<file path="src/uart_cfg_pkg.sv">
package uart_cfg_pkg;

  // --------------------
  // Oversample timing
  // --------------------
  localparam int unsigned OVERSAMPLE = 16;               // Ticks per bit
  localparam int unsigned POS_W      = 5;                // Position counter width

  localparam logic [POS_W-1:0] POS_LAST     = POS_W'(OVERSAMPLE - 1);  // Wrap point
  localparam logic [POS_W-1:0] BIT_CENTER   = POS_W'(8);  // Bit decided here
  localparam logic [POS_W-1:0] MAJ_START    = POS_W'(5);  // Vote cleared, samples at 6..8
  localparam logic [POS_W-1:0] START_OFFSET = POS_W'(2);  // Start edge caught on a tick

  // Character timeout, four worst case frames
  localparam int unsigned FRAME_BITS    = 12;            // Start, 8 data, parity, 2 stop
  localparam int unsigned TIMEOUT_TICKS = 4 * FRAME_BITS * OVERSAMPLE;
  localparam int unsigned TO_W          = $clog2(TIMEOUT_TICKS);
  localparam logic [TO_W-1:0] TO_LAST   = TO_W'(TIMEOUT_TICKS - 1);

  // --------------------
  // Line control
  // --------------------
  typedef enum logic [1:0] {
    WLEN_5, WLEN_6, WLEN_7, WLEN_8
  } word_len_e;

  // Same order as the LCR parity field
  typedef enum logic [1:0] {
    PAR_ODD, PAR_EVEN, PAR_ONE, PAR_ZERO
  } par_mode_e;

  // FIFO trigger, in characters held
  typedef enum logic [1:0] {
    TRIG_1, TRIG_4, TRIG_8, TRIG_14
  } trig_lvl_e;

endpackage

</file>
<file path="src/uart_rx_pkg.sv">
package uart_rx_pkg;

  // Receiver FSM
  typedef enum logic [2:0] {
    RX_IDLE,
    RX_START,
    RX_DATA,
    RX_PAR,
    RX_STOP,
    RX_RESYNC    // Wait for marking line after framing error
  } rx_state_e;

  // One FIFO word, 11 bits
  typedef struct packed {
    logic       par_err;
    logic       frame_err;
    logic       brk;
    logic [7:0] char;
  } rx_entry_t;

  // --------------------
  localparam int unsigned FIFO_DEPTH = 16;
  localparam int unsigned PTR_W      = $clog2(FIFO_DEPTH);
  localparam int unsigned CNT_W      = 5;                      // Holds 0..FIFO_DEPTH
  localparam logic [CNT_W-1:0] CREDIT_INIT = CNT_W'(FIFO_DEPTH);  // All slots free

endpackage

</file>
<file path="src/uart_rx_sampler.sv">
`timescale 1ns/1ps

module uart_rx_sampler import uart_cfg_pkg::*; (
  input  logic clk_i,
  input  logic rst_n_i,
  input  logic oversample_tick_i,
  input  logic rxd_i,
  input  logic pos_clear_i,   // Hold position at zero
  input  logic pos_load_i,    // Load START_OFFSET
  output logic rxd_sync_o,
  output logic bit_center_o,  // One clk_i pulse per bit
  output logic bit_val_o      // Majority vote, valid with bit_center_o
);

  logic [1:0]       sync_q;     // Two stage synchronizer
  logic [POS_W-1:0] pos_q;      // Oversample position in bit
  logic             center_q;
  logic             at_center;
  logic [1:0]       maj_cnt_q;  // Ones seen at 6 and 7
  logic [1:0]       votes;

  // --------------------
  // Input synchronizer
  // --------------------
  always_ff @(posedge clk_i) begin
    if (!rst_n_i) begin
      sync_q <= 2'b11;  // Line idles high
    end else begin
      sync_q <= {sync_q[0], rxd_i};
    end
  end

  assign rxd_sync_o = sync_q[1];

  // Position counter
  always_ff @(posedge clk_i) begin
    if (!rst_n_i) begin
      pos_q <= '0;
    end else if (pos_load_i) begin
      pos_q <= START_OFFSET;
    end else if (pos_clear_i) begin
      pos_q <= '0;
    end else if (oversample_tick_i) begin
      pos_q <= (pos_q == POS_LAST) ? '0 : pos_q + POS_W'(1);  // Wrap at 15
    end
  end

  // --------------------
  // Bit center and vote
  // --------------------
  assign at_center = (pos_q == BIT_CENTER);

  always_ff @(posedge clk_i) begin
    if (!rst_n_i) begin
      center_q  <= 1'b0;
      maj_cnt_q <= '0;
    end else begin
      center_q <= at_center;
      if (oversample_tick_i) begin
        if (pos_q == MAJ_START) begin
          maj_cnt_q <= '0;                       // Fresh vote each bit
        end else if (pos_q > MAJ_START && pos_q < BIT_CENTER && rxd_sync_o) begin
          maj_cnt_q <= maj_cnt_q + 2'd1;
        end
      end
    end
  end

  assign votes        = maj_cnt_q + {1'b0, rxd_sync_o};  // Third sample taken live at 8
  assign bit_val_o    = votes[1];                        // Two of three high
  assign bit_center_o = at_center & ~center_q;           // Rising edge only

endmodule

</file>
<file path="src/uart_rx_deframer.sv">
`timescale 1ns/1ps

module uart_rx_deframer import uart_cfg_pkg::*, uart_rx_pkg::*; (
  input  logic      clk_i,
  input  logic      rst_n_i,
  input  logic      oversample_tick_i,
  input  logic      rxd_sync_i,
  input  logic      bit_center_i,
  input  logic      bit_val_i,
  input  word_len_e word_len_i,
  input  logic      par_en_i,
  input  par_mode_e par_mode_i,
  input  logic      credit_ret_i,    // One slot freed in FIFO
  output logic      pos_clear_o,
  output logic      pos_load_o,
  output logic      push_o,
  output rx_entry_t push_entry_o,
  output logic      overrun_o        // Character dropped, no credit
);

  rx_state_e        state_q, state_d;
  logic [7:0]       rsr_q, rsr_d;          // Receive shift register
  logic [2:0]       bit_cnt_q, bit_cnt_d;
  logic [2:0]       last_idx;              // Index of last data bit
  logic             par_err_q, par_err_d;
  logic             par_one_q, par_one_d;  // Parity bit was high
  logic             stop_done;
  logic             frame_err;
  logic             brk;
  logic             spend;
  logic [CNT_W-1:0] credit_q;
  logic             push_q, overrun_q;
  rx_entry_t        entry_q;

  always_comb begin
    case (word_len_i)
      WLEN_5:  last_idx = 3'd4;
      WLEN_6:  last_idx = 3'd5;
      WLEN_7:  last_idx = 3'd6;
      default: last_idx = 3'd7;
    endcase
  end

  // --------------------
  // Receive FSM
  // --------------------
  always_comb begin
    state_d     = state_q;
    rsr_d       = rsr_q;
    bit_cnt_d   = bit_cnt_q;
    par_err_d   = par_err_q;
    par_one_d   = par_one_q;
    pos_clear_o = 1'b0;
    pos_load_o  = 1'b0;
    stop_done   = 1'b0;
    frame_err   = 1'b0;
    case (state_q)
      RX_IDLE: begin
        pos_clear_o = 1'b1;              // Counter parked at zero
        if (!rxd_sync_i) begin
          state_d = RX_START;
          if (oversample_tick_i) begin   // Edge already one tick old
            pos_load_o  = 1'b1;
            pos_clear_o = 1'b0;
          end
        end
      end
      RX_START: begin
        if (bit_center_i) begin
          if (!bit_val_i) begin
            state_d   = RX_DATA;
            rsr_d     = '0;              // Upper bits stay zero for short words
            bit_cnt_d = '0;
            par_err_d = 1'b0;
            par_one_d = 1'b0;
          end else begin
            state_d = RX_IDLE;           // Glitch, not a start bit
          end
        end
      end
      RX_DATA: begin
        if (bit_center_i) begin
          rsr_d[bit_cnt_q] = bit_val_i;  // LSB first
          bit_cnt_d        = bit_cnt_q + 3'd1;
          if (bit_cnt_q == last_idx) begin
            state_d = par_en_i ? RX_PAR : RX_STOP;
          end
        end
      end
      RX_PAR: begin
        if (bit_center_i) begin
          case (par_mode_i)
            PAR_ODD:  par_err_d = (bit_val_i == ^rsr_q);
            PAR_EVEN: par_err_d = (bit_val_i != ^rsr_q);
            PAR_ONE:  par_err_d = ~bit_val_i;
            default:  par_err_d = bit_val_i;     // Forced 0
          endcase
          par_one_d = bit_val_i;
          state_d   = RX_STOP;
        end
      end
      RX_STOP: begin
        if (bit_center_i) begin
          stop_done = 1'b1;
          frame_err = ~bit_val_i;
          state_d   = bit_val_i ? RX_IDLE : RX_RESYNC;
        end
      end
      RX_RESYNC: begin
        pos_clear_o = 1'b1;
        if (rxd_sync_i) begin
          state_d = RX_IDLE;            // Line back to marking
        end
      end
      default: state_d = RX_IDLE;
    endcase
  end

  // Break: data, parity and stop all low
  assign brk   = ~|rsr_q & ~par_one_q & ~bit_val_i;
  assign spend = stop_done & (credit_q != '0);

  // --------------------
  // Registers and credits
  // --------------------
  always_ff @(posedge clk_i) begin
    if (!rst_n_i) begin
      state_q   <= RX_IDLE;
      bit_cnt_q <= '0;
      par_err_q <= 1'b0;
      par_one_q <= 1'b0;
      credit_q  <= CREDIT_INIT;     // FIFO starts empty
      push_q    <= 1'b0;
      overrun_q <= 1'b0;
    end else begin
      state_q   <= state_d;
      bit_cnt_q <= bit_cnt_d;
      par_err_q <= par_err_d;
      par_one_q <= par_one_d;
      push_q    <= spend;
      overrun_q <= stop_done & ~spend;
      case ({credit_ret_i, spend})
        2'b10:   credit_q <= credit_q + CNT_W'(1);
        2'b01:   credit_q <= credit_q - CNT_W'(1);
        default: credit_q <= credit_q;  // Both or neither
      endcase
    end
  end

  always_ff @(posedge clk_i) begin
    rsr_q <= rsr_d;
    if (stop_done) begin
      entry_q <= '{par_err: par_err_q, frame_err: frame_err, brk: brk, char: rsr_q};
    end
  end

  assign push_o       = push_q;
  assign push_entry_o = entry_q;
  assign overrun_o    = overrun_q;

endmodule

</file>
<file path="src/uart_rx_fifo.sv">
`timescale 1ns/1ps

module uart_rx_fifo import uart_rx_pkg::*; (
  input  logic             clk_i,
  input  logic             rst_n_i,
  input  logic             push_i,        // Producer holds a credit
  input  rx_entry_t        push_entry_i,
  input  logic             pop_i,
  output rx_entry_t        pop_entry_o,   // Head of queue
  output logic             empty_o,
  output logic [CNT_W-1:0] usage_o,
  output logic             credit_ret_o   // One pulse per pop
);

  rx_entry_t        mem_q [FIFO_DEPTH];
  logic [PTR_W-1:0] wr_ptr_q, rd_ptr_q;  // Wrap naturally at 16
  logic [CNT_W-1:0] usage_q;
  logic             do_pop;

  assign empty_o = (usage_q == '0);
  assign do_pop  = pop_i & ~empty_o;    // Ignore pop on empty

  // --------------------
  // Storage
  // --------------------
  always_ff @(posedge clk_i) begin
    if (push_i) begin
      mem_q[wr_ptr_q] <= push_entry_i;
    end
  end

  // Pointers and fill level
  always_ff @(posedge clk_i) begin
    if (!rst_n_i) begin
      wr_ptr_q <= '0;
      rd_ptr_q <= '0;
      usage_q  <= '0;
    end else begin
      if (push_i) wr_ptr_q <= wr_ptr_q + PTR_W'(1);
      if (do_pop) rd_ptr_q <= rd_ptr_q + PTR_W'(1);
      case ({push_i, do_pop})
        2'b10:   usage_q <= usage_q + CNT_W'(1);
        2'b01:   usage_q <= usage_q - CNT_W'(1);
        default: usage_q <= usage_q;
      endcase
    end
  end

  assign pop_entry_o  = mem_q[rd_ptr_q];  // Visible the cycle after push
  assign usage_o      = usage_q;
  assign credit_ret_o = do_pop;           // Slot freed back to deframer

endmodule

</file>
<file path="src/uart_rx_holding.sv">
`timescale 1ns/1ps

module uart_rx_holding import uart_cfg_pkg::*, uart_rx_pkg::*; (
  input  logic             clk_i,
  input  logic             rst_n_i,
  input  logic             oversample_tick_i,
  input  rx_entry_t        pop_entry_i,
  input  logic             empty_i,
  input  logic [CNT_W-1:0] usage_i,
  input  logic             overrun_i,      // Pulse from deframer
  input  logic             rhr_rd_i,       // Host takes character
  input  logic             lsr_rd_i,       // Host reads and clears status
  input  trig_lvl_e        trig_lvl_i,
  output logic             pop_o,
  output logic [7:0]       rhr_o,
  output logic             data_ready_o,
  output logic             overrun_err_o,
  output logic             par_err_o,
  output logic             frame_err_o,
  output logic             break_o,
  output logic             trigger_o,
  output logic             timeout_o
);

  logic             full_q;                 // RHR holds a character
  logic [7:0]       rhr_q;
  logic             par_err_q, frame_err_q, brk_q, overrun_q;
  logic [CNT_W-1:0] held, trig_cnt;
  logic             waiting;
  logic [TO_W-1:0]  to_cnt_q;
  logic             to_fired_q, timeout_q;

  assign pop_o = ~full_q & ~empty_i;        // Refill as soon as RHR is free

  // --------------------
  // RHR and line status
  // --------------------
  always_ff @(posedge clk_i) begin
    if (!rst_n_i) begin
      full_q      <= 1'b0;
      par_err_q   <= 1'b0;
      frame_err_q <= 1'b0;
      brk_q       <= 1'b0;
      overrun_q   <= 1'b0;
    end else begin
      if (pop_o)         full_q <= 1'b1;
      else if (rhr_rd_i) full_q <= 1'b0;
      // Sticky, a new error wins over a clear
      par_err_q   <= (par_err_q & ~lsr_rd_i) | (pop_o & pop_entry_i.par_err);
      frame_err_q <= (frame_err_q & ~lsr_rd_i) | (pop_o & pop_entry_i.frame_err);
      brk_q       <= (brk_q & ~lsr_rd_i) | (pop_o & pop_entry_i.brk);
      overrun_q   <= (overrun_q & ~lsr_rd_i) | overrun_i;
    end
  end

  always_ff @(posedge clk_i) begin
    if (pop_o) rhr_q <= pop_entry_i.char;
  end

  // Trigger on characters in FIFO plus RHR
  always_comb begin
    case (trig_lvl_i)
      TRIG_1:  trig_cnt = CNT_W'(1);
      TRIG_4:  trig_cnt = CNT_W'(4);
      TRIG_8:  trig_cnt = CNT_W'(8);
      default: trig_cnt = CNT_W'(14);
    endcase
  end

  assign held    = usage_i + CNT_W'(full_q);
  assign waiting = full_q | ~empty_i;

  // --------------------
  // Character timeout
  // --------------------
  always_ff @(posedge clk_i) begin
    if (!rst_n_i) begin
      to_cnt_q   <= '0;
      to_fired_q <= 1'b0;
      timeout_q  <= 1'b0;
    end else begin
      timeout_q <= 1'b0;
      if (!waiting || rhr_rd_i || pop_o) begin  // Activity restarts the wait
        to_cnt_q   <= '0;
        to_fired_q <= 1'b0;
      end else if (oversample_tick_i && !to_fired_q) begin
        if (to_cnt_q == TO_LAST) begin
          timeout_q  <= 1'b1;                   // Once per idle period
          to_fired_q <= 1'b1;
        end else begin
          to_cnt_q <= to_cnt_q + TO_W'(1);
        end
      end
    end
  end

  assign rhr_o         = rhr_q;
  assign data_ready_o  = full_q;
  assign overrun_err_o = overrun_q;
  assign par_err_o     = par_err_q;
  assign frame_err_o   = frame_err_q;
  assign break_o       = brk_q;
  assign trigger_o     = (held >= trig_cnt);
  assign timeout_o     = timeout_q;

endmodule

</file>
<file path="src/uart_rx.sv">
`timescale 1ns/1ps

module uart_rx import uart_cfg_pkg::*, uart_rx_pkg::*; (
  input  logic       clk_i,
  input  logic       rst_n_i,
  input  logic       oversample_tick_i,  // 16x baud enable
  input  logic       rxd_i,
  input  word_len_e  word_len_i,
  input  logic       par_en_i,
  input  par_mode_e  par_mode_i,
  input  trig_lvl_e  trig_lvl_i,
  input  logic       rhr_rd_i,
  input  logic       lsr_rd_i,
  output logic [7:0] rhr_o,
  output logic       data_ready_o,
  output logic       overrun_err_o,
  output logic       par_err_o,
  output logic       frame_err_o,
  output logic       break_o,
  output logic       trigger_o,
  output logic       timeout_o
);

  logic             rxd_sync, bit_center, bit_val;  // Sampler to deframer
  logic             pos_clear, pos_load;
  logic             push, overrun, credit_ret;      // Deframer and FIFO
  rx_entry_t        push_entry, pop_entry;
  logic             empty, pop;                     // FIFO and RHR
  logic [CNT_W-1:0] usage;

  // --------------------
  // Producer
  // --------------------
  uart_rx_sampler i_sampler (
    .clk_i, .rst_n_i, .oversample_tick_i, .rxd_i,
    .pos_clear_i (pos_clear),
    .pos_load_i  (pos_load),
    .rxd_sync_o  (rxd_sync),
    .bit_center_o(bit_center),
    .bit_val_o   (bit_val)
  );

  uart_rx_deframer i_deframer (
    .clk_i, .rst_n_i, .oversample_tick_i, .word_len_i, .par_en_i, .par_mode_i,
    .rxd_sync_i  (rxd_sync),
    .bit_center_i(bit_center),
    .bit_val_i   (bit_val),
    .credit_ret_i(credit_ret),
    .pos_clear_o (pos_clear),
    .pos_load_o  (pos_load),
    .push_o      (push),
    .push_entry_o(push_entry),
    .overrun_o   (overrun)
  );

  // Buffer
  uart_rx_fifo i_fifo (
    .clk_i, .rst_n_i,
    .push_i      (push),
    .push_entry_i(push_entry),
    .pop_i       (pop),
    .pop_entry_o (pop_entry),
    .empty_o     (empty),
    .usage_o     (usage),
    .credit_ret_o(credit_ret)
  );

  // Consumer, host side
  uart_rx_holding i_holding (
    .clk_i, .rst_n_i, .oversample_tick_i, .rhr_rd_i, .lsr_rd_i, .trig_lvl_i,
    .pop_entry_i(pop_entry),
    .empty_i    (empty),
    .usage_i    (usage),
    .overrun_i  (overrun),
    .pop_o      (pop),
    .rhr_o, .data_ready_o, .overrun_err_o, .par_err_o, .frame_err_o,
    .break_o, .trigger_o, .timeout_o
  );

endmodule

</file>
<file path="config.mk">
export PLATFORM = sky130hd
export DESIGN_NAME = uart_rx
export DESIGN_NICKNAME = d
export VERILOG_FILES = /design/src/uart_cfg_pkg.sv /design/src/uart_rx_pkg.sv /design/src/uart_rx_sampler.sv /design/src/uart_rx_deframer.sv /design/src/uart_rx_fifo.sv /design/src/uart_rx_holding.sv /design/src/uart_rx.sv
export SDC_FILE = /design/constraint.sdc
export NUM_CORES = 1
export LEC_CHECK = 0
export BUFFER_PORTS_ARGS = -buffer_cell sky130_fd_sc_hd__clkbuf_2
export CAP_MARGIN = 0
export CORE_ASPECT_RATIO = 1.25
export CORE_UTILIZATION = 55
export CTS_CLUSTER_DIAMETER = 200
export DETAILED_ROUTE_END_ITERATION = 6
export GPL_TIMING_DRIVEN = 0
export PLACE_DENSITY = 0.7
export SETUP_SLACK_MARGIN = 0.15
export SLEW_MARGIN = 0
export SYNTH_ARGS = -nofsm -noshare
export SYNTH_HDL_FRONTEND = slang
export SYNTH_HIERARCHICAL = 1
export SYNTH_SLANG_ARGS = --single-unit
</file>
<file path="constraint.sdc">
create_clock -name clk_i -period 5.7 [get_ports clk_i]
set_clock_uncertainty 0.1 [all_clocks]
set_input_delay 0.57 -clock clk_i [delete_from_list [all_inputs] [get_ports clk_i]]
set_output_delay 0.57 -clock clk_i [all_outputs]
set_load 0.05 [all_outputs]
</file>
* Word level (Yosys, flattened, before mapping)
Memories as Yosys holds them, arrays and structs flattened. A register that Yosys moved wholly into a read port is not among the register bits.
Cells that the tools add are included.
** Storage, ports and cells
- Bits in registers :: 82
- Memory bits (writable) :: 176
- Word-level logic and storage cells :: 194
- Input bits :: 13
- Memories kept :: 1
** Memories
- i_fifo.mem_q :: depth 16, bits a word 11, rd ports 1, clocked after memory_dff 1, wr ports 1, line uart_rx_fifo.sv:15 : rx_entry_t mem_q [FIFO_DEPTH];
** Cells by class
- Bitwise operators :: 29
- $lt $le $gt $ge :: 5
- Muxes and demuxes :: 54
- Add/sub/neg operators :: 12
- Eq/ne operators :: 30
- Reduce and logical (&&, ||, !) cells :: 34
** Operators with widths (number)
- $mux W3 :: 12
- $mux W8 :: 3
- $pmux W5 S2 :: 2
- $pmux W3 S6 :: 1
- $mux W1 :: 17
- $pmux W8 S2 :: 1
- $add A5 B1 Y5 const B :: 3
- $and A1 B1 Y1 :: 14
- $ne A2 B2 Y1 const B :: 7
- $mux W2 :: 6
- $pmux W4 S3 :: 1
- $reduce_bool A2 Y1 :: 6
- $add A10 B1 Y10 const B :: 1
- $eq A10 B10 Y1 const B :: 1
- $eq A2 B1 Y1 const B :: 5
- $eq A2 B2 Y1 const B :: 5
- $eq A5 B4 Y1 const B :: 2
- $not A1 Y1 :: 10
- $sub A5 B1 Y5 const B :: 2
- $add A4 B1 Y4 const B :: 2
- $bwmux W8 :: 1
- $mux W4 :: 2
- $reduce_and A2 Y1 :: 4
- $reduce_and A4 Y1 :: 2
- 37 further kinds :: 54

* Depth between registers and ports, before layout
Gate-level depths: netlist (run 1).
- Depth after elaboration :: 7
- Depth in mapped cells :: 15
- Gate-level depth less buffers :: 13

* By module
The synthesis (run 1) kept the hierarchy.
** By module, submodules not included
- uart_rx_fifo :: instances 1, sequential area each 5625.4 µm², cells each 385, area each 7601.0 µm²
- uart_rx_deframer :: instances 1, sequential area each 870.8 µm², cells each 200, area each 1913.1 µm²
- uart_rx_holding :: instances 1, sequential area each 580.6 µm², cells each 112, area each 1144.8 µm²
- uart_rx_sampler :: instances 1, sequential area each 200.2 µm², cells each 54, area each 506.7 µm²

* Worst setup path before layout (run 1)
OpenSTA, ideal clock, no wires.
- Kind :: flip-flop to flip-flop
- Start :: reg i_fifo.usage_q[2] (netlist: i_fifo/usage_o[2])
- End :: reg i_deframer.credit_q[4]
- Period minus slack after synthesis :: 3.457 ns
- Arrival :: 3.233 ns
- Setup time :: 0.123 ns
- Stages on the path, launching flop included :: 15
- Path slack :: 2.243 ns
- Path buffers :: 1
- Required time :: 5.477 ns
- Path through :: dfxtp_1 > or4_4 > nor2_1 > nor2_1 > o21ai_4 > inv_1 > inv_1 > ha_1 > buf_2 > xor2_1 > ha_1 > a21oi_1 > or3b_1 > a31oi_1 > mux2_1
** Between the ends
- Word-level cells in the longest chain between the ends :: 6
- Elaborated cells on any way between the ends :: 8
** RTL lines
- from (decl) :: line uart_rx_fifo.sv:17 : logic [CNT_W-1:0] usage_q;
- from (signal assigned) :: line uart_rx_fifo.sv:42 : 2'b10: usage_q <= usage_q + CNT_W'(1);
- from (signal assigned) :: line uart_rx_fifo.sv:43 : 2'b01: usage_q <= usage_q - CNT_W'(1);
- from (signal assigned) :: line uart_rx_fifo.sv:44 : default: usage_q <= usage_q;
- $logic_not A5 Y1 (*) :: line uart_rx_fifo.sv:20 : assign empty_o = (usage_q == '0);
- via empty :: line uart_rx.sv:28 : logic empty, pop;
- $not A1 Y1 (*) :: line uart_rx_holding.sv:33 : assign pop_o = ~full_q & ~empty_i;
- $and A1 B1 Y1 (*) :: line uart_rx_holding.sv:33
- via pop :: line uart_rx.sv:28
- $and A1 B1 Y1 (*) :: line uart_rx_fifo.sv:21 : assign do_pop = pop_i & ~empty_o;
- via credit_ret :: line uart_rx.sv:26 : logic push, overrun, credit_ret;
- $eq A2 B1 Y1 or $eq A2 B2 Y1 (tied branches) :: line uart_rx_deframer.sv:142 : case ({credit_ret_i, spend})
- $pmux W5 S2 or $reduce_bool A2 Y1 (tied branches)
- to (signal assigned) :: line uart_rx_deframer.sv:143 : 2'b10: credit_q <= credit_q + CNT_W'(1);
- to (signal assigned) :: line uart_rx_deframer.sv:144 : 2'b01: credit_q <= credit_q - CNT_W'(1);
- to (signal assigned) :: line uart_rx_deframer.sv:145 : default: credit_q <= credit_q;
- to (decl) :: line uart_rx_deframer.sv:31 : logic [CNT_W-1:0] credit_q;
The timed path passes the listed nets; every way through them passes the cells marked *.
A chain may end at the register's enable or synchronous reset.

* Final worst setup path (run 1)
- Start :: reg i_sampler.pos_q[0]
- End :: reg i_deframer.credit_q[4]
** Between the ends
- Word-level cells in the longest chain between the ends :: 7
- Elaborated cells on any way between the ends :: 9
** RTL lines
- from (decl) :: line uart_rx_sampler.sv:16 : logic [POS_W-1:0] pos_q;
- from (signal assigned) :: line uart_rx_sampler.sv:44 : pos_q <= (pos_q == POS_LAST) ? '0 : pos_q + POS_W'(1);
- $eq A5 B4 Y1 (*) :: line uart_rx_sampler.sv:51 : assign at_center = (pos_q == BIT_CENTER);
- $and A1 B1 Y1 (*) :: line uart_rx_sampler.sv:71 : assign bit_center_o = at_center & ~center_q;
- via bit_center :: line uart_rx.sv:24 : logic rxd_sync, bit_center, bit_val;
- $mux W1 (*) :: line uart_rx_deframer.sv:103 : if (bit_center_i) begin
- $mux W1 (*) :: line uart_rx_deframer.sv:57 : case (state_q)
- $and A1 B1 Y1 (*) :: line uart_rx_deframer.sv:121 : assign spend = stop_done & (credit_q != '0);
- via i_deframer.spend :: line uart_rx_deframer.sv:30 : logic spend;
- $eq A2 B1 Y1 or $eq A2 B2 Y1 (tied branches) :: line uart_rx_deframer.sv:142
- $pmux W5 S2 or $reduce_bool A2 Y1 (tied branches)
Marked as above.

==> results.sh, run 1 <==
export IMPL_finalWirelength_um=22300
export IMPL_powerDensity_nw_per_um2=391
export IMPL_yosysUniqueCellTypes=69
export IMPL_cts_num_sinks=262
export IMPL_hold_viol=0
export IMPL_yosys_warnings=6
export IMPL_grt_max_degree=17
export IMPL_hp_start="rxd_i"
export IMPL_die_h_um=161
export IMPL_cp_end_kind="flop"
export IMPL_ctsLongestPathBuffers=3
export IMPL_holdCritPathClass="in -> reg"
export IMPL_synth_edf_count=203
export IMPL_start_util_pct=56.7
export IMPL_holdWs_ns=0.126
export IMPL_fin_ws_ns=2.13
export IMPL_yosysMostFrequentCell="edfxtp_1"
export IMPL_drtPass1Iterations=4
export IMPL_worst_slew_pin_slew_ns=0.699
export IMPL_setup_viol=0
export IMPL_core_um2=19700
export IMPL_yosys_area_top_type="edfxtp_1"
export IMPL_numCtsBuffers=26
export IMPL_cts_setup_buffers=0
export IMPL_finalNetCount=847
export IMPL_multi_input_area_um2=3610
export IMPL_rsz0062_at_grt="no"
export IMPL_drive_gt1_share_pct=15.8
export IMPL_std_cell_rows=57
export IMPL_cp_required_ns=6.00
export IMPL_max_freq_mhz=280
export IMPL_place_area_um2=11600
export IMPL_pre_cts_ws_ns=1.46
export IMPL_seq_area_frac_synth_pct=65.2
export IMPL_cp_arrival_ns=3.87
export IMPL_place_congestion=0.801
export IMPL_wl_per_cell_um=20.4
export IMPL_yosys_top_cells_area="edfxtp_1 55%, dfxtp_1 11%, mux4_2 8.9%"
export IMPL_leakage_nw=4.27
export IMPL_clockRootBuffer="clkbuf_16"
export IMPL_use_met1_pct=26.6
export IMPL_syn_mean_instance_area_um2=14.9
export IMPL_syn_num_nets=791
export IMPL_cts_clk_slew_worst_paths_ns=0.06
export IMPL_min_to="i_sampler/sync_q[0]"
export IMPL_drc=0
export IMPL_nFillCells=1430
export IMPL_n_antenna_cell=0
export IMPL_syn_inst=751
export IMPL_slew_headroom_pct=53.4
export IMPL_grt_pass1_vias=6605
export IMPL_async_flop_share_pct=0
export IMPL_post_cts_resized=0
export IMPL_setup_tns_ns=0
export IMPL_top_usage_layer="met2"
export IMPL_port_buffers=27
export IMPL_reg2reg_to="i_deframer/credit_q[4]"
export IMPL_worst_setup_path_start_kind="flop"
export IMPL_htreeDepth=1
export IMPL_grt_remaining_overflow=0
export IMPL_cts_tree="yes"
export IMPL_max_cap_violations=0
export IMPL_use_met3_pct=2.82
export IMPL_drt_initial_drc_count=462
export IMPL_track_usage_pct=22.3
export IMPL_grt_antenna_before_repair=0
export IMPL_die_x_um=129
export IMPL_synth_top_area_share_pct=54.6
export IMPL_final_seq_area_um2=7280
export IMPL_post_route_min_period_ns=3.57
export IMPL_worstRegToRegCells=15
export IMPL_die_area_um2=20900
export IMPL_dp_cells=1043
export IMPL_maxSlewViolCount=0
export IMPL_ys_ff_latch=262
export IMPL_ir_drop_uv=251
export IMPL_hpwl_um=14500
export IMPL_io_pins=28
export IMPL_area_growth_pct=12.1
export IMPL_critical_path_class="reg -> reg"
export IMPL_rrSetupSlack_ns=2.13
export IMPL_ys_flop_type="edfxtp_1"
export IMPL_syn_area_um2=11200
export IMPL_gr_usage_met2_pct=40.9
export IMPL_whs_path_depth=2
export IMPL_r2r_start="i_sampler/pos_q[0]"
export IMPL_hold_buffers=0
export IMPL_final_area_um2=12500
export IMPL_via_per_inst=5.92
export IMPL_stdcell_count=1092
export IMPL_min_period_over_period_pct=62.6
export IMPL_ant_nets=0
export IMPL_synth_common_cells="203 x edfxtp_1, 59 x dfxtp_1, 44 x mux4_2, 38 x nand2_1, 37 x nor2_1"
export IMPL_worstPathMaxFanout=9
export IMPL_grt_first_pass_wirelength_um=35000
export IMPL_vias=6464
export IMPL_clock_latency_ns=0.52
export IMPL_status="completed"
==> cell usage in the layout, fill, tap and decap left out, types with 4 or more instances in the layout <==
master,count
nand3_1,17
nor2_1,37
nor3_1,15
nand2b_1,9
inv_1,26
nor3b_1,10
nand4b_1,5
or3_1,7
a22oi_1,23
and2_1,24
clkbuf_1,33
nor2b_1,16
ha_1,27
o21a_1,5
xnor2_1,16
and3_1,4
or4_1,4
clkbuf_16,27
and3b_1,5
edfxtp_1,203
mux2i_1,12
buf_2,7
dfxtp_1,59
clkbuf_2,27
mux4_2,44
bufinv_16,4
nand4_1,8
xor2_1,10
a21oi_1,27
nand2_1,38
o21ai_0,11
==> metrics by stage <==
stage | utilization [%] | power [mW]
floorplan | - | 2.95
global placement | 59.1 | 3.14
detailed placement | 59.1 | 3.18
CTS | 63.6 | 4.92
global route | 63.6 | 5.09
finish | 63.6 | 4.89
==> how the worst max path moves through the flow <==
stage | from | to | slack (ns) | cells past startpoint
detailed placement | i_fifo/usage_o[2] | i_deframer/credit_q[4] | 1.46 | 14
global placement | i_fifo/usage_o[2] | i_deframer/credit_q[4] | 1.63 | 14
global route | i_sampler/pos_q[1] | i_deframer/credit_q[4] | 1.86 | 15
CTS | i_fifo/usage_o[2] | i_deframer/credit_q[4] | 1.43 | 14
floorplan | i_fifo/usage_o[2] | i_deframer/credit_q[4] | 2.24 | 14
finish | i_sampler/pos_q[0] | i_deframer/credit_q[4] | 2.13 | 15
==> cells by family (layout without fill, tap and decap cells) <==
family | after synthesis | in the layout | synth area share (%)
flip-flops | 262 | 262 | 65.2
adder cells (fa/ha/maj) | 27 | 27 | 3.03
multiplexers | 58 | 58 | 10.2
buffers and inverters | 63 | 139 | 2.47
XOR/XNOR | 26 | 26 | 2.04
AND/OR/NAND/NOR | 224 | 224 | 11.6
AO/OA/AOI/OAI | 91 | 91 | 5.57
==> registers in the layout, summed over array words and instances, names as in the netlist, 2 cells and up, named ones only <==
register                 cells
i_fifo/mem_q               176
i_holding/rhr_o              8
i_deframer/bit_cnt_q         3
i_sampler/sync_q             2
i_sampler/pos_q              5
i_fifo/usage_o               5
i_deframer/push_entry_o     11
i_fifo/wr_ptr_q              4
i_deframer/credit_q          5
i_fifo/rd_ptr_q              4
i_holding/to_cnt_q          10
i_deframer/rsr_q             8
i_deframer/state_q           3
i_sampler/maj_cnt_q          2
==> critical path, cell delays in order (launching register included) <==
cell,delay (ns)
dfxtp_1,0.36
inv_1,0.08
ha_1,0.14
nand2_1,0.07
nor4_1,0.17
clkbuf_1,0.33
nand3_1,0.24
nor2_1,0.21
ha_1,0.18
buf_2,0.20
xor2_1,0.17
ha_1,0.23
a21oi_1,0.08
or3b_1,0.35
a31oi_1,0.20
mux2_1,0.34
==> where the power goes <==
| group | internal [mW] | switching (mW) | leakage (nW) |
|---|---|---|---|
| sequential | 2.12 | 0.0663 | 2.33 |
| clock | 1.07 | 0.678 | 0.423 |
| combinational | 0.361 | 0.600 | 1.52 |
==> final cells by class <==
cell class	count	area share [%]
plain buffers	36	1.39
clock buffers	38	5.81
clock inverters	10	1.24
inverters	27	0.809
multi-input cells	426	28.9
flip-flops and latches	262	58.1
well taps	265	2.65
repair buffers	28	1.14
==> per-layer routing <==
metal	up-vias	part of all wire (%)
met4	0	3.0
met5	-	0
met2	170	54
met1	3260	40
met3	45	3.7
li1	2989	-
Power figures use the tool's default switching activity.
==> run 2, diff against run 1 <==
Settings changed: PLACE_DENSITY 0.7 to 0.72.
Clock period 5.7 ns to 3.25 ns, I/O delays scaled along.
==> results.sh, run 2 (synthesis gave the netlist of run 1 again) <==
export IMPL_worst_setup_path_start_kind="flop"
export IMPL_finalWirelength_um=21700
export IMPL_numCtsBuffers=25
export IMPL_port_buffers=27
export IMPL_largest_reg_flops=176
export IMPL_via_per_inst=5.82
export IMPL_cp_required_ns=3.55
export IMPL_final_common_cell="edfxtp_1"
export IMPL_grt_antenna_before_repair=0
export IMPL_area_growth_pct=14.1
export IMPL_core_um2=19700
export IMPL_reg2reg_to="i_deframer/credit_q[4]"
export IMPL_start_util_pct=56.7
export IMPL_die_x_um=129
export IMPL_max_freq_mhz=325
export IMPL_leakage_nw=4.35
export IMPL_vias=6429
export IMPL_grt_pass1_vias=6580
export IMPL_post_route_min_period_ns=3.08
export IMPL_std_cell_rows=57
export IMPL_regMostFlops="i_fifo/mem_q"
export IMPL_cp_end_kind="flop"
export IMPL_clock_latency_ns=0.51
export IMPL_finalNetCount=862
export IMPL_die_area_um2=20900
export IMPL_ctsLongestPathBuffers=3
export IMPL_ir_drop_uv=488
export IMPL_drive_gt1_share_pct=20.4
export IMPL_wl_per_cell_um=19.6
export IMPL_p_seq_share_pct=44.7
export IMPL_rsz0062_at_grt="yes"
export IMPL_highest_layer="met4"
export IMPL_startpoint="i_fifo/usage_o[2]"
export IMPL_drtPass1Iterations=5
export IMPL_slew_headroom_pct=51.3
export IMPL_n_antenna_cell=0
export IMPL_nFillCells=1419
export IMPL_clockRootBuffer="clkbuf_16"
export IMPL_rrSetupSlack_ns=0.17
export IMPL_power_mw=8.60
export IMPL_cp_endpoint="i_deframer/credit_q[4]"
export IMPL_clkPwrFrac_pct=34.1
export IMPL_hold_viol=0
export IMPL_cts_clk_slew_worst_paths_ns=0.06
export IMPL_wl_met1_um=8410
export IMPL_hpwl_um=14500
export IMPL_final_util_pct=64.7
export IMPL_track_usage_pct=21.7
export IMPL_htreeDepth=1
export IMPL_io_pins=28
export IMPL_drc=0
export IMPL_critical_path_class="reg -> reg"
export IMPL_grt_max_degree=17
export IMPL_cp_arrival_ns=3.37
export IMPL_status="completed"
export IMPL_worst_slew_pin_slew_ns=0.731
export IMPL_max_cap_violations=0
export IMPL_holdCritPathClass="in -> reg"
export IMPL_place_congestion=0.776
export IMPL_intPower_mw=6.20
export IMPL_grt_first_pass_wirelength_um=34500
export IMPL_met3_length_um=1010
export IMPL_setup_viol=0
export IMPL_ant_nets=0
export IMPL_cts_tree="yes"
export IMPL_powerDensity_nw_per_um2=675
export IMPL_min_period_over_period_pct=94.7
export IMPL_layout_common_cells="203 x edfxtp_1, 52 x dfxtp_1, 44 x mux4_2"
export IMPL_worstPathMaxFanout=8
export IMPL_p_comb_share_pct=21.2
export IMPL_holdWs_ns=0.0605
export IMPL_die_h_um=161
export IMPL_drt_initial_drc_count=438
export IMPL_grt_remaining_overflow=0
export IMPL_switching_share_pct=27.9
export IMPL_cts_num_sinks=262
export IMPL_p_switching_mw=2.40
export IMPL_wl_met2_um=11700
export IMPL_maxSlewViolCount=0
export IMPL_r2r_start="i_fifo/usage_o[2]"
export IMPL_worstRegToRegCells=15
run 2: changes by cell type in the layout (fill, tap and decap cells not counted), sizes merged:
cell         previous run  this run
clkinv                  4         5
inv                    28        27
clkbuf                 88        84
bufinv                  4         3
clkinvlp                1         2
dlygate4sd3             0         3
buf                    14        28
run 2: power groups by stage:
stage	logic, mW	clock network, mW	registers [mW]
6_report	1.83	2.93	3.84
5_1_grt	1.98	3.11	3.86
4_1_cts	1.75	2.99	3.84
3_5_place_dp	1.71	0	3.91
3_3_place_gp	1.64	0	3.91
2_1_floorplan	1.08	0	4.15
run 2: how the worst min path moves through the flow:
stage                              startpoint                   end  slack (ns)  cells past startpoint
after CTS                   oversample_tick_i  i_holding/to_fired_q        0.04                      3
after global placement    i_sampler/sync_q[0]   i_sampler/sync_q[1]        0.29                      1
after global routing        oversample_tick_i  i_holding/to_fired_q        0.05                      3
after detailed placement  i_sampler/sync_q[0]   i_sampler/sync_q[1]        0.30                      1
after floorplan           i_sampler/sync_q[0]   i_sampler/sync_q[1]        0.29                      1
final                       oversample_tick_i  i_holding/to_fired_q        0.06                      3
run 2: through the flow:
step | worst slack (ns) | instances | setup TNS, ns | cell area (um^2)
after detailed placement | -0.214 | 1043 | -0.353 | 11700
after CTS | 0.0404 | 1095 | 0 | 12600
after global routing | 0.0246 | 1105 | 0 | 12700
final | 0.171 | 1105 | 0 | 12700
after global placement | -0.0898 | 1043 | -0.107 | 11700
after floorplan | 0.154 | 751 | 0 | 11200
run 2: layout make-up:
type                       instances  area (um^2)  share of cell area (%)
sequential                       262         7300                    57.3
multi-input combinational        426         3710                    29.1
clock buffer                      35          703                    5.52
tap                              265          332                    2.60
timing repair buffer              44          270                    2.12
buffer                            36          184                    1.44
clock inverter                    10          140                    1.10
inverter                          27          104                   0.815
run 2: what timing repair did:
| action | 4_1_cts | 5_1_grt |
|---|---|---|
| hold buffers | 3 | 0 |
| hold endpoints to repair | 3 | 0 |
| endpoints found under the setup margin | 5 | 4 |
| setup buffers | 4 | 10 |
| resized for setup | 8 | 20 |
| pin swaps | 5 | 9 |
run 2: worst max-delay path, stage by stage (launching register included):
cell and delay (ns):
dfxtp_4 0.37, or4_4 0.57, nor2_4 0.14, nor2_4 0.06, o21ai_4 0.06, inv_2 0.08, inv_4 0.07, ha_4 0.12
buf_6 0.10, xor2_2 0.06, ha_2 0.20, buf_4 0.14, nand2b_1 0.16, o22a_1 0.21, a31oi_1 0.20, mux2_1 0.34
run 2: metal layers:
metal	track usage, %	vias to the layer above
met5	0	-
met4	6.29	0
met3	3.41	35
met2	39.8	173
met1	26.2	3204
li1	-	3017
